$ cat config.mk
export PLATFORM = sky130hd
export DESIGN_NAME = nes_dma_top
export DESIGN_NICKNAME = d
export VERILOG_FILES = /design/src/hw/nes_dma_pkg.sv /design/src/hw/bus_arbiter.sv /design/src/hw/cpu_bus_decode.sv /design/src/hw/cpu_cycle_gen.sv /design/src/hw/dma_sequencer.sv /design/src/hw/nes_dma_top.sv
export SDC_FILE = /design/constraint.sdc
export NUM_CORES = 1
export LEC_CHECK = 0
export ABC_AREA = 1
export BUFFER_PORTS_ARGS = -buffer_cell sky130_fd_sc_hd__buf_2
export CAP_MARGIN = 20
export CORE_UTILIZATION = 54
export CTS_CLUSTER_DIAMETER = 100
export DETAILED_ROUTE_END_ITERATION = 8
export GPL_ROUTABILITY_DRIVEN = 1
export PLACE_DENSITY_LB_ADDON = 0.1
export SYNTH_ARGS = -nofsm -noshare
export SYNTH_HDL_FRONTEND = slang
export SYNTH_SLANG_ARGS = --single-unit
$ cat constraint.sdc
create_clock -name clk -period 6.2 [get_ports clk]
set_clock_uncertainty 0.1 [all_clocks]
set_input_delay 0 -clock clk [delete_from_list [all_inputs] [get_ports clk]]
set_output_delay 0 -clock clk [all_outputs]
set_load 0.01 [all_outputs]
$ cat src/hw/nes_dma_pkg.sv
// Shared bus widths, register addresses and the address word type.
// Windows are half-open: base included, end excluded.
`default_nettype none

package nes_dma_pkg;

	localparam int addr_w = 16; // CPU address bus
	localparam int data_w = 8;  // CPU data bus

	localparam logic [addr_w-1:0] oam_data_addr   = 16'h2004; // OAM data port, DMA write target
	localparam logic [addr_w-1:0] oam_dma_addr    = 16'h4014; // Sprite DMA trigger
	localparam logic [addr_w-1:0] apu_status_addr = 16'h4015; // Only readable APU register

	localparam logic [addr_w-1:0] ppu_base = 16'h2000;
	localparam logic [addr_w-1:0] ppu_end  = 16'h4000;
	localparam logic [addr_w-1:0] apu_base = 16'h4000;
	localparam logic [addr_w-1:0] apu_end  = 16'h4018;

	// Same 16 bits, read flat or as page above offset
	typedef union packed {
		logic [addr_w-1:0] flat;
		struct packed {
			logic [data_w-1:0] page;
			logic [data_w-1:0] offset;
		} po;
	} bus_addr_u;

	localparam int div_cpu_default = 12; // Master clocks per CPU cycle

endpackage

`default_nettype wire

$ cat src/hw/bus_arbiter.sv
// Bus owner mux between CPU and DMA, plus the read data path.
// CPU reads strobe mem_read only outside the PPU and APU windows.
// DMA reads always take memory data, the selects follow the CPU address.
// Read data is forced to zero during reset.
`timescale 1ns/1ns
`default_nettype none

module bus_arbiter (
	input  logic                           clk,
	input  logic                           reset,
	input  logic [nes_dma_pkg::addr_w-1:0] cpu_addr,
	input  logic                           cpu_rnw,
	input  logic [nes_dma_pkg::data_w-1:0] cpu_dout,
	input  logic                           dma_own,
	input  logic [nes_dma_pkg::addr_w-1:0] dma_addr,
	input  logic                           dma_read,
	input  logic [nes_dma_pkg::data_w-1:0] dma_data,
	input  logic                           ppu_sel,
	input  logic                           apu_sel,
	input  logic                           status_sel,
	input  logic [nes_dma_pkg::data_w-1:0] mem_din,
	input  logic [nes_dma_pkg::data_w-1:0] ppu_din,
	input  logic [nes_dma_pkg::data_w-1:0] apu_din,
	output logic [nes_dma_pkg::addr_w-1:0] mem_addr,
	output logic                           mem_read,
	output logic                           mem_write,
	output logic [nes_dma_pkg::data_w-1:0] mem_wdata,
	output logic [nes_dma_pkg::data_w-1:0] mem_rdata,
	output logic [nes_dma_pkg::data_w-1:0] cpu_din
);

	logic [nes_dma_pkg::data_w-1:0] rdata;    // Current bus value
	logic [nes_dma_pkg::data_w-1:0] open_bus; // Bus value one clock ago
	logic                           cpu_mem;  // CPU address is in memory space

	assign cpu_mem = !ppu_sel && !apu_sel;

	assign mem_addr  = dma_own ? dma_addr  : cpu_addr;
	assign mem_wdata = dma_own ? dma_data  : cpu_dout;
	assign mem_read  = dma_own ? dma_read  : (cpu_rnw && cpu_mem);
	assign mem_write = dma_own ? !dma_read : !cpu_rnw;

	always_comb begin
		if (reset)
			rdata = '0;
		else if (dma_own)
			rdata = mem_din;  // DMA sources live in memory
		else if (ppu_sel)
			rdata = ppu_din;
		else if (status_sel)
			rdata = apu_din;
		else if (apu_sel)
			rdata = open_bus; // Write-only APU/IO registers float
		else
			rdata = mem_din;
	end

	always_ff @(posedge clk) begin
		open_bus <= rdata;
	end

	assign mem_rdata = rdata; // Back to the sprite byte latch
	assign cpu_din   = rdata;

endmodule

`default_nettype wire

$ cat src/hw/cpu_bus_decode.sv
// Decodes the CPU address into PPU, APU and status selects.
// The trigger is the CPU write to the sprite DMA register on its cpu_ce.
// sprite_page holds the last byte written there, valid from the next clock.
`timescale 1ns/1ns
`default_nettype none

module cpu_bus_decode (
	input  logic                           clk,
	input  logic                           reset,
	input  logic                           cpu_ce,
	input  logic [nes_dma_pkg::addr_w-1:0] cpu_addr,
	input  logic                           cpu_rnw,
	input  logic [nes_dma_pkg::data_w-1:0] cpu_dout,
	output logic                           sprite_trigger,
	output logic [nes_dma_pkg::data_w-1:0] sprite_page,
	output logic                           ppu_sel,
	output logic                           apu_sel,
	output logic                           status_sel
);

	nes_dma_pkg::bus_addr_u addr_v; // CPU address
	nes_dma_pkg::bus_addr_u src_q;  // Captured DMA source, offset always zero

	assign addr_v.flat = cpu_addr;

	// Region windows
	assign ppu_sel    = (addr_v.flat >= nes_dma_pkg::ppu_base) &&
	                    (addr_v.flat <  nes_dma_pkg::ppu_end);
	assign apu_sel    = (addr_v.flat >= nes_dma_pkg::apu_base) &&
	                    (addr_v.flat <  nes_dma_pkg::apu_end);
	assign status_sel = (addr_v.flat == nes_dma_pkg::apu_status_addr);

	assign sprite_trigger = cpu_ce && !cpu_rnw && (addr_v.flat == nes_dma_pkg::oam_dma_addr);

	always_ff @(posedge clk) begin
		if (reset) begin
			src_q.flat <= '0;
		end else if (sprite_trigger) begin
			src_q.po.page   <= cpu_dout; // Written byte is the source page
			src_q.po.offset <= '0;
		end
	end

	assign sprite_page = src_q.po.page;

endmodule

`default_nettype wire

$ cat src/hw/cpu_cycle_gen.sv
// CPU clock enable, one clk out of every DIV_CPU, DIV_CPU must be 2 or more.
// odd_cycle is the parity of the CPU cycle in progress, odd right after reset.
`timescale 1ns/1ns
`default_nettype none

module cpu_cycle_gen #(
	parameter int DIV_CPU = nes_dma_pkg::div_cpu_default
) (
	input  logic clk,
	input  logic reset,
	output logic cpu_ce,
	output logic odd_cycle
);

	localparam int CNT_W = $clog2(DIV_CPU);
	localparam logic [CNT_W-1:0] CNT_LAST = CNT_W'(DIV_CPU - 1);

	logic [CNT_W-1:0] div_cnt; // Position inside the CPU cycle

	assign cpu_ce = (div_cnt == CNT_LAST); // Last clock of the CPU cycle

	always_ff @(posedge clk) begin
		if (reset) begin
			div_cnt <= '0;
		end else if (cpu_ce) begin
			div_cnt <= '0; // Wrap
		end else begin
			div_cnt <= div_cnt + 1'b1;
		end
	end

	// Parity flips at the end of every CPU cycle
	always_ff @(posedge clk) begin
		if (reset) begin
			odd_cycle <= 1'b1; // First cycle counts as odd
		end else if (cpu_ce) begin
			odd_cycle <= ~odd_cycle;
		end
	end

endmodule

`default_nettype wire

$ cat src/hw/dma_sequencer.sv
// Sprite and DMC DMA sequencer, all state moves on cpu_ce.
// Sprite reads happen on even cycles and OAM writes on odd cycles.
// A DMC access steals an even cycle, the sprite pair then restarts on its read.
// The CPU must hold still while pause_cpu is high.
`timescale 1ns/1ns
`default_nettype none

module dma_sequencer (
	input  logic                           clk,
	input  logic                           reset,
	input  logic                           cpu_ce,
	input  logic                           odd_cycle,
	input  logic                           cpu_rnw,
	input  logic                           sprite_trigger,
	input  logic [nes_dma_pkg::data_w-1:0] sprite_page,
	input  logic                           dmc_request,
	input  logic [nes_dma_pkg::addr_w-1:0] dmc_addr,
	input  logic [nes_dma_pkg::data_w-1:0] mem_rdata,
	output logic                           dma_own,
	output logic [nes_dma_pkg::addr_w-1:0] dma_addr,
	output logic                           dma_read,
	output logic [nes_dma_pkg::data_w-1:0] dma_data,
	output logic                           dmc_ack,
	output logic                           pause_cpu
);

	// Bit 0 pauses the CPU, bit 1 owns the bus
	localparam logic [1:0] SPR_IDLE   = 2'b00;
	localparam logic [1:0] SPR_PEND   = 2'b01;
	localparam logic [1:0] SPR_ACTIVE = 2'b11;

	logic [1:0]                     spr_state;
	logic                           dmc_state; // DMC access booked for the next even cycle
	nes_dma_pkg::bus_addr_u         src_ptr;   // Sprite source page:offset
	logic [nes_dma_pkg::data_w-1:0] byte_q;    // Sprite byte between read and write
	logic                           spr_go;    // Pending transfer starts next cycle

	assign spr_go = (spr_state == SPR_PEND) && cpu_rnw && odd_cycle;

	always_ff @(posedge clk) begin
		if (reset) begin
			spr_state <= SPR_IDLE;
			dmc_state <= 1'b0;
		end else if (cpu_ce) begin
			// DMC books on an even CPU read cycle, runs on the next even one
			if (!dmc_state && dmc_request && cpu_rnw && !odd_cycle)
				dmc_state <= 1'b1;
			else if (dmc_state && !odd_cycle)
				dmc_state <= 1'b0;

			if (sprite_trigger) begin
				spr_state <= SPR_PEND;
			end else begin
				case (spr_state)
					SPR_PEND: if (spr_go) spr_state <= SPR_ACTIVE;
					SPR_ACTIVE: begin
						if (!odd_cycle && dmc_state)
							spr_state <= SPR_PEND; // DMC took the read slot
						else if (odd_cycle && src_ptr.po.offset == '1)
							spr_state <= SPR_IDLE; // Write of offset FF done
					end
					default: spr_state <= SPR_IDLE;
				endcase
			end
		end
	end

	always_ff @(posedge clk) begin
		if (cpu_ce) begin
			if (spr_go)
				src_ptr.po.page <= sprite_page;
			if (spr_state == SPR_ACTIVE && odd_cycle)
				src_ptr.po.offset <= src_ptr.po.offset + 1'b1; // Step after each write
			if (spr_state == SPR_ACTIVE && !odd_cycle && !dmc_ack)
				byte_q <= mem_rdata;
			if (sprite_trigger)
				src_ptr.po.offset <= '0;
		end
	end

	assign dmc_ack   = dmc_state && !odd_cycle;
	assign dma_own   = dmc_ack || spr_state[1];
	assign dma_read  = !odd_cycle; // Even reads, odd writes
	assign dma_data  = byte_q;
	assign pause_cpu = spr_state[0] || dmc_request;

	// DMC first, then sprite source on reads, OAM port on writes
	assign dma_addr = dmc_ack    ? dmc_addr     :
	                  !odd_cycle ? src_ptr.flat : nes_dma_pkg::oam_data_addr;

endmodule

`default_nettype wire

$ cat src/hw/nes_dma_top.sv
// OAM and DMC bus-master path, CPU, APU, PPU and memory sit outside.
// Inputs are sampled on the clock where cpu_ce is high.
// Park cpu_addr in the PPU or APU window with cpu_rnw high to keep the memory port quiet.
`timescale 1ns/1ns
`default_nettype none

module nes_dma_top #(
	parameter int DIV_CPU = nes_dma_pkg::div_cpu_default
) (
	input  logic                           clk,
	input  logic                           reset,
	input  logic [nes_dma_pkg::addr_w-1:0] cpu_addr,
	input  logic                           cpu_rnw,
	input  logic [nes_dma_pkg::data_w-1:0] cpu_dout,
	input  logic                           dmc_request,
	input  logic [nes_dma_pkg::addr_w-1:0] dmc_addr,
	input  logic [nes_dma_pkg::data_w-1:0] mem_din,
	input  logic [nes_dma_pkg::data_w-1:0] ppu_din,
	input  logic [nes_dma_pkg::data_w-1:0] apu_din,
	output logic                           cpu_ce,
	output logic [nes_dma_pkg::data_w-1:0] cpu_din,
	output logic                           pause_cpu,
	output logic                           dmc_ack,
	output logic [nes_dma_pkg::addr_w-1:0] mem_addr,
	output logic                           mem_read,
	output logic                           mem_write,
	output logic [nes_dma_pkg::data_w-1:0] mem_wdata
);

	logic                           odd_cycle;
	logic                           sprite_trigger;
	logic [nes_dma_pkg::data_w-1:0] sprite_page;
	logic                           ppu_sel;
	logic                           apu_sel;
	logic                           status_sel;
	logic                           dma_own;
	logic [nes_dma_pkg::addr_w-1:0] dma_addr;
	logic                           dma_read;
	logic [nes_dma_pkg::data_w-1:0] dma_data;
	logic [nes_dma_pkg::data_w-1:0] mem_rdata; // Bus value fed back to the DMA latch

	cpu_cycle_gen #(.DIV_CPU(DIV_CPU)) cycle0 (
		.clk       (clk),
		.reset     (reset),
		.cpu_ce    (cpu_ce),
		.odd_cycle (odd_cycle)
	);

	cpu_bus_decode decode0 (
		.clk            (clk),
		.reset          (reset),
		.cpu_ce         (cpu_ce),
		.cpu_addr       (cpu_addr),
		.cpu_rnw        (cpu_rnw),
		.cpu_dout       (cpu_dout),
		.sprite_trigger (sprite_trigger),
		.sprite_page    (sprite_page),
		.ppu_sel        (ppu_sel),
		.apu_sel        (apu_sel),
		.status_sel     (status_sel)
	);

	dma_sequencer dma0 (
		.clk            (clk),
		.reset          (reset),
		.cpu_ce         (cpu_ce),
		.odd_cycle      (odd_cycle),
		.cpu_rnw        (cpu_rnw),
		.sprite_trigger (sprite_trigger),
		.sprite_page    (sprite_page),
		.dmc_request    (dmc_request),
		.dmc_addr       (dmc_addr),
		.mem_rdata      (mem_rdata),
		.dma_own        (dma_own),
		.dma_addr       (dma_addr),
		.dma_read       (dma_read),
		.dma_data       (dma_data),
		.dmc_ack        (dmc_ack),
		.pause_cpu      (pause_cpu)
	);

	bus_arbiter arb0 (
		.clk        (clk),
		.reset      (reset),
		.cpu_addr   (cpu_addr),
		.cpu_rnw    (cpu_rnw),
		.cpu_dout   (cpu_dout),
		.dma_own    (dma_own),
		.dma_addr   (dma_addr),
		.dma_read   (dma_read),
		.dma_data   (dma_data),
		.ppu_sel    (ppu_sel),
		.apu_sel    (apu_sel),
		.status_sel (status_sel),
		.mem_din    (mem_din),
		.ppu_din    (ppu_din),
		.apu_din    (apu_din),
		.mem_addr   (mem_addr),
		.mem_read   (mem_read),
		.mem_write  (mem_write),
		.mem_wdata  (mem_wdata),
		.mem_rdata  (mem_rdata),
		.cpu_din    (cpu_din)
	);

endmodule

`default_nettype wire

==> flow_summary.toml, run 1 <==
[floorplan]
rows = 26
core-area_um2 = 5140
die_h_um = 75.2
start_util_pct = 56.3
die_w_um = 75.2
io_pins = 105
dieArea_um2 = 5650

[job]
drv_cap = 0

[synth]
syn_area_per_cell_um2 = 7.47
synth-warning-count = 0
synth_edf_count = 24
synth-seq-cells = 48
ys.flop_type = "edfxtp_1"
async_flop_share_pct = 0
ys_seq_area_share_pct = 41.5
netlist_area_um2 = 2890
synth_cell_types = 39
synth_cells = 387
synth_fp_nets = 457

[finish]
fin_cells = 570
utilization_pct = 71.1
diodes = 0
nets = 569
syn_to_final_growth_pct = 26.4
drive_above_1_share_pct = 29.6

[min_path]
hp-class = "in2reg"

[timing]
tns_ns = 0
finalSetupViolCount = 0
rsz0062_at_grt = "no"
tightest_slew_ns = 0.895
post-route-min-period_ns = 2.57
max_slew_margin_pct = 40.3
post-route-period-util_pct = 41.4
max_freq_ghz = 0.390
finalHoldViolations = 0
maxSlewViolCount = 0

[routing]
post_drt_wl_per_cell_um = 14.4
drc = 0
drtIter0Drc = 180
final_antenna_net_count = 0
viasPerCell = 5.32
first_pass_iters = 5
vias = 3035
drt-total-wl_um = 8190

[global_routing]
grt_start_max_net_pins = 35
grt_pass1_vias = 2671
overflow = 0
use_met3_pct = 4.42
antenna_found_initial = 0
grt_pass1_wl_um = 12300
grt_use_met1_pct = 38.4
busiest_layer = "met2"
grt_use_total_pct = 29.6
met2_usage_pct = 50.8

[clocking]
htree_levels = 2
cts_resized = 0
clockBufferDepth = 2
cts_buffers = 5
clk_pin_slew_ns = 0.09
insertion_delay_ns = 0.30
cts_root_buf = "clkbuf_8"
cts.sinks = 48
cts_tree = "built"

[pwr]
vdd_drop_max_mv = 0.151
p_leak_nw = 1.84
power_density_nw_per_um2 = 177
power_mw = 0.648

[critical_path]
critical_path_class = "reg2reg"
crit_path_max_incr_delay_ns = 0.57
cp-start-kind = "register"
cp_max_fo = 34
cpLargestDelayFamily = "simple AND/OR/NAND/NOR gates"
crit_required_ns = 6.29
path_buf_inv = 3
crit_chain = "nand2_1 > inv_2 > nor2_4 > o21ai_0 > inv_1 > a21oi_2 > dlygate4sd3_1"
cp-end-kind = "register"
slowest_stage = "nor2_4"
arrival_ns = 2.66

[place]
place_inst = 547
hpwl_um = 5940
port_buffers = 104
place_congestion = 0.817

[run_status]
outcome = "completed"
stage by stage:
step | instance area, um2 | setup slack, ns | hold WS [ns]
6_report | 3660 | 3.63 | 0.00537
5_1_grt | 3660 | 3.42 | 0.0132
4_1_cts | 3650 | 3.64 | 0.000606
3_5_place_dp | 3400 | 3.81 | 0.0853
3_3_place_gp | 3400 | 3.85 | 0.0853
2_1_floorplan | 2890 | 4.18 | -0.0309
cell type report:
| cell class | count | area [um2] |
|---|---|---|
| fill | 450 | 1480 |
| clock inverter | 2 | 17.5 |
| inverter | 61 | 229 |
| clock buffer | 6 | 93.8 |
| multi-input combinational | 263 | 1360 |
| sequential | 48 | 1200 |
| timing repair buffer | 120 | 668 |
| tap | 70 | 87.6 |
Yosys cell counts (2+ instances only):
library cell  number  share of area, %
nand2_1           89                12
a21oi_1            6               1.0
nor2_1            44               5.7
xor2_1             3              0.91
buf_6              2              0.78
nor2_4             2              0.78
nand3_2            2              0.69
inv_1             53               6.9
ha_1               2              0.87
nor2_2             5               1.1
nor4_1             2              0.43
o22ai_1            4              0.87
o21ai_0           32               5.5
nor3_1             4              0.69
o32ai_1            4               1.2
inv_2              8               1.0
buf_2              8               1.4
dfxtp_1           24                17
a21oi_2            8               2.4
nand4_1           10               2.2
o21ai_1            5              0.87
edfxtp_1          24                25
nand2_2            3              0.65
clkbuf_1           2              0.26
nand3_1           22               3.8
mux2i_1            6               2.1
logic make-up after synthesis:
group | Yosys count | synth area share (%)
multiplexers | 6 | 2.08
AO/OA/AOI/OAI | 63 | 13.0
adder cells (fa/ha/maj) | 2 | 0.865
flip-flops | 48 | 41.5
XOR/XNOR | 4 | 1.21
buffers and inverters | 76 | 11.5
AND/OR/NAND/NOR | 188 | 29.9
final timing paths:
kind	start	to	slack [ns]	cells after the start
worst max-delay path	dma0.dmc_state	arb0.open_bus[7]	3.63	7
worst min-delay path	ppu_din[5]	arb0.open_bus[5]	0.005	5
worst max register to register	dma0.dmc_state	arb0.open_bus[7]	3.63	7
worst min register to register	decode0.src_q[10]	dma0.src_ptr[10]	0.33	0
repair_timing:
action,4_1_cts,5_1_grt
hold buffers,13,0
endpoints found under the hold margin,12,0
setup buffers,0,0
endpoints found under the setup margin,0,0
flip-flops by register name (all words and copies together) (netlist names):
signal            cells
cycle0.div_cnt        4
arb0.open_bus         8
dma0.dma_data         8
dma0.src_ptr         16
decode0.src_q         8
dma0.spr_state        2
cycle0.odd_cycle      1
dma0.dmc_state        1
report_power, final:
group	internal, mW	switching (mW)	total [mW]
Sequential	0.335	0.00210	0.338
Combinational	0.0429	0.0515	0.0945
Clock	0.105	0.110	0.216
Total	0.484	0.164	0.648
tightest hold or removal path: stages:
cell	delay, ns
buf_2	0.10
inv_1	0.04
o21ai_0	0.08
inv_1	0.07
a21oi_2	0.07
layout by cell type (no fill, tap or decap), types with 6 or more instances in the layout:
cell type	Yosys	final
nand2_1	89	89
dlygate4sd3_1	0	13
a21oi_1	6	6
nand3_1	22	22
inv_2	8	8
a21oi_2	8	8
o21ai_0	32	32
dfxtp_1	24	24
edfxtp_1	24	24
nor2_1	44	44
mux2i_1	6	6
nand4_1	10	10
inv_1	53	53
buf_2	8	106
metal layers:
layer	vias to the layer above	wire [um]	share of wire (%)
met5	-	0	0
met4	0	143	1.7
met3	12	641	7.8
met2	161	3840	47
met1	1369	3570	44
li1	1493	-	-
Note: power is estimated with default switching activity, not from simulation.
==> inputs of run 2 (changes only) <==
--- a/config.mk
+++ b/config.mk
@@ -8,7 +8,7 @@
 export ABC_AREA = 1
 export BUFFER_PORTS_ARGS = -buffer_cell sky130_fd_sc_hd__buf_2
 export CAP_MARGIN = 20
-export CORE_UTILIZATION = 54
+export CORE_UTILIZATION = 45
 export CTS_CLUSTER_DIAMETER = 100
 export DETAILED_ROUTE_END_ITERATION = 8
 export GPL_ROUTABILITY_DRIVEN = 1
==> constraint.sdc (replaced) <==
create_clock -name clk -period 2.1 [get_ports clk]
set_clock_uncertainty 0.1 [all_clocks]
set_input_delay 0 -clock clk [delete_from_list [all_inputs] [get_ports clk]]
set_output_delay 0 -clock clk [all_outputs]
set_load 0.01 [all_outputs]
==> run 2 against run 1 <==
  * Setup slack got worse by 3.5 ns
  * Critical path depth rose by 1
  * Combinational power rose to 3.0 times the previous value
  * Largest power group unchanged
  * Highest routed layer unchanged
==> flow_summary.toml, run 2 (same netlist as run 1, synthesis figures left out) <==
[run_status]
outcome = "completed"

[timing]
rsz0062_at_grt = "no"
maxSlewViolCount = 0
post-route-period-util_pct = 94.9
finalHoldViolations = 0
tightest_slew_ns = 0.691
post-route-min-period_ns = 1.99
finalSetupViolCount = 0
max_slew_margin_pct = 53.7
max_freq_ghz = 0.502
tns_ns = 0

[critical_path]
arrival_ns = 1.89
rr_startpoint = "cycle0.div_cnt[0]"
path_buf_inv = 4
r2r_cells = 7
r2r-end = "dma0.dma_data[2]"
crit_path_max_incr_delay_ns = 0.37
crit_required_ns = 2.00
slowest_stage = "dfxtp_1"
path_common_cell = "inv_2"
crit_chain = "inv_2 > nand2_1 > inv_2 > nor2_4 > nor2_2 > inv_2 > o32ai_1 > buf_2"
cp-end-kind = "output port"
cp_max_fo = 15
critical_path_class = "reg2out"
cp-start-kind = "register"
reg2reg_slack_ns = 0.20
cpLargestDelayFamily = "buffers and inverters"

[global_routing]
antenna_found_initial = 0
grt_start_max_net_pins = 19
grt_pass1_vias = 2869
grt_use_total_pct = 26.2
overflow = 0
grt_pass1_wl_um = 13200

[routing]
post_drt_wl_per_cell_um = 14.2
vias = 3042
drtIter0Drc = 139
drt-total-wl_um = 8400
viasPerCell = 5.15
first_pass_iters = 4
final_antenna_net_count = 0
drc = 0

[finish]
nets = 585
diodes = 0
drive_above_1_share_pct = 31.0
final_common_cell = "buf_2"
final_cell_mix = "buf_2 (104), nand2_1 (89), inv_1 (53)"
utilization_pct = 62.9
largest_reg_flops = 16
syn_to_final_growth_pct = 31.8
fillers = 586
max_flop_register = "dma0.src_ptr"

[pwr]
vdd_drop_max_mv = 0.463
p_leak_nw = 1.91
power_density_nw_per_um2 = 493

[floorplan]
rows = 28
start_util_pct = 47.7
die_w_um = 82.2
io_pins = 105
core-area_um2 = 6060
dieArea_um2 = 6750
die_h_um = 82.2

[clocking]
cts_tree = "built"
clockBufferDepth = 2
cts.sinks = 48
clk_pin_slew_ns = 0.08
htree_levels = 2
cts_buffers = 5
insertion_delay_ns = 0.30
cts_root_buf = "clkbuf_8"

[job]
drv_cap = 0

[place]
place_congestion = 0.793
hpwl_um = 6250
port_buffers = 104

[min_path]
min_path_cells = 5
hp-class = "in2reg"
hold_path_end = "arb0.open_bus[1]"
hp-start = "ppu_din[1]"
## run 2: cell count changes in the layout (fill, tap and decap cells not counted), sizes merged
cell,before,now
buf,107,118
clkbuf,6,7
nor2,52,53
clkinv,2,1
dlygate4sd3,13,17
## run 2: final cells by class
| cell class | instances | area [um2] | area share [%] |
|---|---|---|---|
| Clock inverter | 1 | 5.00 | 0.131 |
| Multi-Input combinational cell | 264 | 1380 | 36.1 |
| Clock buffer | 7 | 97.6 | 2.56 |
| Inverter | 61 | 229 | 6.01 |
| Tap cell | 75 | 93.8 | 2.46 |
| Sequential cell | 48 | 1200 | 31.5 |
| Timing Repair Buffer | 135 | 808 | 21.2 |
## run 2: worst max path at each step
stage / depth (start not counted) / slack, ns / endpoint / start
after floorplan: 5 / 0.08 / dma0.dma_data[0] / cycle0.div_cnt[0]
after global placement: 3 / 0.11 / dma0.src_ptr[2] / cycle0.div_cnt[0]
after detailed placement: 3 / 0.08 / dma0.src_ptr[1] / cycle0.div_cnt[0]
after CTS: 8 / 0.02 / cpu_din[5] / cycle0.odd_cycle
after global routing: 8 / 0.02 / cpu_din[4] / cycle0.odd_cycle
final: 8 / 0.11 / mem_addr[14] / cycle0.odd_cycle
## run 2: worst reg2reg max path, delay by kind of cell (launching register included)
| kind | cells | cell delay, ns |
|---|---|---|
| buffers and inverters | 3 | 0.52 |
| and+or+nand+nor | 3 | 0.46 |
| DFF | 1 | 0.34 |
| adders and majority gates | 1 | 0.20 |
## run 2: power breakdown
group          switching (mW)  internal, mW  total [mW]
logic                   0.151         0.134       0.286
registers             0.00501         0.990       0.995
clock network           0.290         0.305       0.596
## run 2: stage by stage
step                      area, um2  total power, mW  hold WS (ns)  instances  worst slack (ns)
after floorplan                2890             1.14       -0.0309        387            0.0841
after global placement         3510             1.28        0.0790        563             0.108
after detailed placement       3510             1.28        0.0801        563            0.0772
after CTS                      3780             1.89       0.00188        589            0.0196
after global routing           3810             1.97        0.0189        591            0.0231
final                          3810             1.88       0.00506        591             0.106
## run 2: repair_timing
| action | CTS | global route |
|---|---|---|
| gates resized for setup | 0 | 2 |
| pin swaps | 1 | 1 |
| setup buffers | 0 | 2 |
| hold buffers | 17 | 0 |
| cloned | 1 | 0 |
| hold endpoints to repair | 15 | 0 |
| endpoints found under the setup margin | 13 | 25 |
## run 2: metal layers
layer  wire length [um]  track usage (%)  up-vias  share of wire [%]
li1                   -                -     1519                  -
met1               3870             33.2     1393                 46
met2               3880             46.0      120                 46
met3                546             4.29       10                6.5
met4                105             6.84        0                1.3
met5                  0                0        -                  0
==> inputs of run 3 (changes only) <==
--- a/config.mk
+++ b/config.mk
@@ -8,11 +8,12 @@
 export ABC_AREA = 1
 export BUFFER_PORTS_ARGS = -buffer_cell sky130_fd_sc_hd__buf_2
 export CAP_MARGIN = 20
-export CORE_UTILIZATION = 45
+export CORE_UTILIZATION = 46
 export CTS_CLUSTER_DIAMETER = 100
 export DETAILED_ROUTE_END_ITERATION = 8
 export GPL_ROUTABILITY_DRIVEN = 1
 export PLACE_DENSITY_LB_ADDON = 0.1
 export SYNTH_ARGS = -nofsm -noshare
 export SYNTH_HDL_FRONTEND = slang
+export SYNTH_HIERARCHICAL = 1
 export SYNTH_SLANG_ARGS = --single-unit
==> run 3 against run 2 <==
  * The flow now finishes with violations (design-rule violations)
  * Combinational power is 6% higher
  * Sequential power is 0.4% higher
  * Setup slack better by 0.0064 ns
  * Die area is 4.5% higher
  * Synthesized cell count is 13% higher
  * Critical path type is now reg2reg
  * Critical endpoint is now dma0/src_ptr[5]
==> flow_summary.toml, run 3 <==
[run_status]
outcome = "complete, but fails checks"
violations = "design-rule violations"

[synth]
synth_largest_area_cell = "edfxtp_1"
synth-seq-cells = 48
synth-warning-count = 6
synth.cells.most_frequent = "nand2_1 (139), nor2_1 (49), inv_1 (39)"
ys_seq_area_share_pct = 38.8
synth_cells = 436
synth_fp_nets = 506
ys.flop_type = "edfxtp_1"
ys_top_cells_by_area = "edfxtp_1 (23%), nand2_1 (17%), dfxtp_1 (16%)"
synth_top_area_share_pct = 23.3
async_flop_share_pct = 0
synth.most_common_cell = "nand2_1"
syn_area_per_cell_um2 = 7.09
synth_edf_count = 24
netlist_area_um2 = 3090
synth_cell_types = 31

[pwr]
power_density_nw_per_um2 = 459
p_leak_nw = 2.03
vdd_drop_max_mv = 0.266

[floorplan]
die_h_um = 84
io_pins = 105
core-area_um2 = 6420
die_w_um = 84
rows = 29
dieArea_um2 = 7060
start_util_pct = 48.2

[timing]
finalHoldViolations = 0
post-route-min-period_ns = 1.99
worst_slack_ns = 0.113
tns_ns = 0
maxSlewViolCount = 0
worst_hold_slack_ns = 0.0156
tightest_slew_ns = 0.419
max_slew_margin_pct = 72.0
max_freq_ghz = 0.503
finalSetupViolCount = 0
post-route-period-util_pct = 94.6

[critical_path]
arrival_ns = 1.87
critical_path_class = "reg2reg"
cp-start-kind = "register"
crit_required_ns = 1.99
reg2reg_slack_ns = 0.11
cp-end-kind = "register"
cp_max_fo = 8

[routing]
post_drt_wl_per_cell_um = 13.0
viasPerCell = 4.91
first_pass_iters = 6
drt-total-wl_um = 8360
drc = 20
final_antenna_net_count = 0
vias = 3170
drtIter0Drc = 178

[clocking]
cts_tree = "built"
clk_pin_slew_ns = 0.08
cts_root_buf = "clkbuf_8"
clockBufferDepth = 2
cts.sinks = 48
htree_levels = 2
postCtsSetupRepairBufs = 0
insertion_delay_ns = 0.30
cts_buffers = 5

[global_routing]
grt_start_max_net_pins = 24
antenna_found_initial = 0
grt_use_total_pct = 24.1
grt_pass1_wl_um = 13500
overflow = 0
grt_pass1_vias = 3018

[finish]
design_area_um2 = 4100
diodes = 0
nets = 637
max_flop_register = "dma0/src_ptr"
multi_input_area_um2 = 1550
ff_latch_area_um2 = 1200
final_common_cell = "nand2_1"
final_cell_mix = "nand2_1 (139), buf_2 (104), nor2_1 (49)"
drive_above_1_share_pct = 30.8
fillers = 589
syn_to_final_growth_pct = 32.6
largest_reg_flops = 16

[job]
drv_cap = 0

[place]
placed_cell_area_um2 = 3620
hpwl_um = 5970
post-place-ws_ns = 0.0465
port_buffers = 104
place_congestion = 0.789

[min_path]
hp-class = "in2reg"
## run 3: worst paths after layout
| check | endpoint | from | depth (start not counted) |
|---|---|---|---|
| worst max-delay path | dma0/src_ptr[5] | cycle0/div_cnt[1] | 9 |
| worst max register to register | dma0/src_ptr[5] | cycle0/div_cnt[1] | 9 |
| worst min-delay path | arb0/open_bus[3] | ppu_din[3] | 3 |
| worst min register to register | dma0/src_ptr[8] | decode0/src_q[8] | 0 |
## run 3: area by class of cell
| type | instances | share of cell area [%] |
|---|---|---|
| flip-flops and latches | 48 | 29.3 |
| clock buffers | 6 | 2.01 |
| repair buffers | 150 | 23.5 |
| inverters | 47 | 4.55 |
| well taps | 77 | 2.35 |
| clock inverters | 2 | 0.366 |
| multi-input cells | 315 | 37.9 |
## run 3: power by group
group	leakage [nW]	switching [mW]	internal, mW
Combinational	1.56	0.149	0.155
Clock	0.0434	0.312	0.267
Sequential	0.425	0.00810	0.991
Total	2.03	0.470	1.41
## run 3: cell families after synthesis
kind of cell,Yosys count,synth area share (%)
AOI/OAI and AO/OA,73,13.5
and+or+nand+nor,240,34.0
DFF,48,38.8
adders and majority gates,2,0.809
buffers and inverters,73,12.9
## run 3: repair_timing
action / CTS / global route
resized for setup: 0 / 13
setup endpoints to repair: 0 / 39
hold endpoints to repair: 20 / 1
hold buffers: 32 / 1
## run 3: routing by layer
metal / vias up / wire length [um] / GRT usage (%)
met5: - / 0 / 0
met4: 0 / 127 / 6.90
met3: 9 / 412 / 4.15
met2: 99 / 4220 / 44.9
met1: 1416 / 3600 / 28.3
li1: 1646 / - / -
## run 3: metrics by stage
| stage | utilization (%) | std cells | total power [mW] |
|---|---|---|---|
| 2_1_floorplan | - | 436 | 1.15 |
| 3_3_place_gp | 56.4 | 604 | 1.26 |
| 3_5_place_dp | 56.4 | 604 | 1.27 |
| 4_1_cts | 62.9 | 644 | 1.89 |
| 5_1_grt | 63.9 | 645 | 1.97 |
| 6_report | 63.9 | 645 | 1.88 |
## run 3: critical path, stage by stage (launching register included)
cell and delay [ns]:
dfxtp_2 0.37, ha_4 0.16, nand3_4 0.09, inv_1 0.08, inv_1 0.04, nor2_1 0.12
nand3_2 0.15, nor3_4 0.16, inv_2 0.11, a21oi_4 0.30
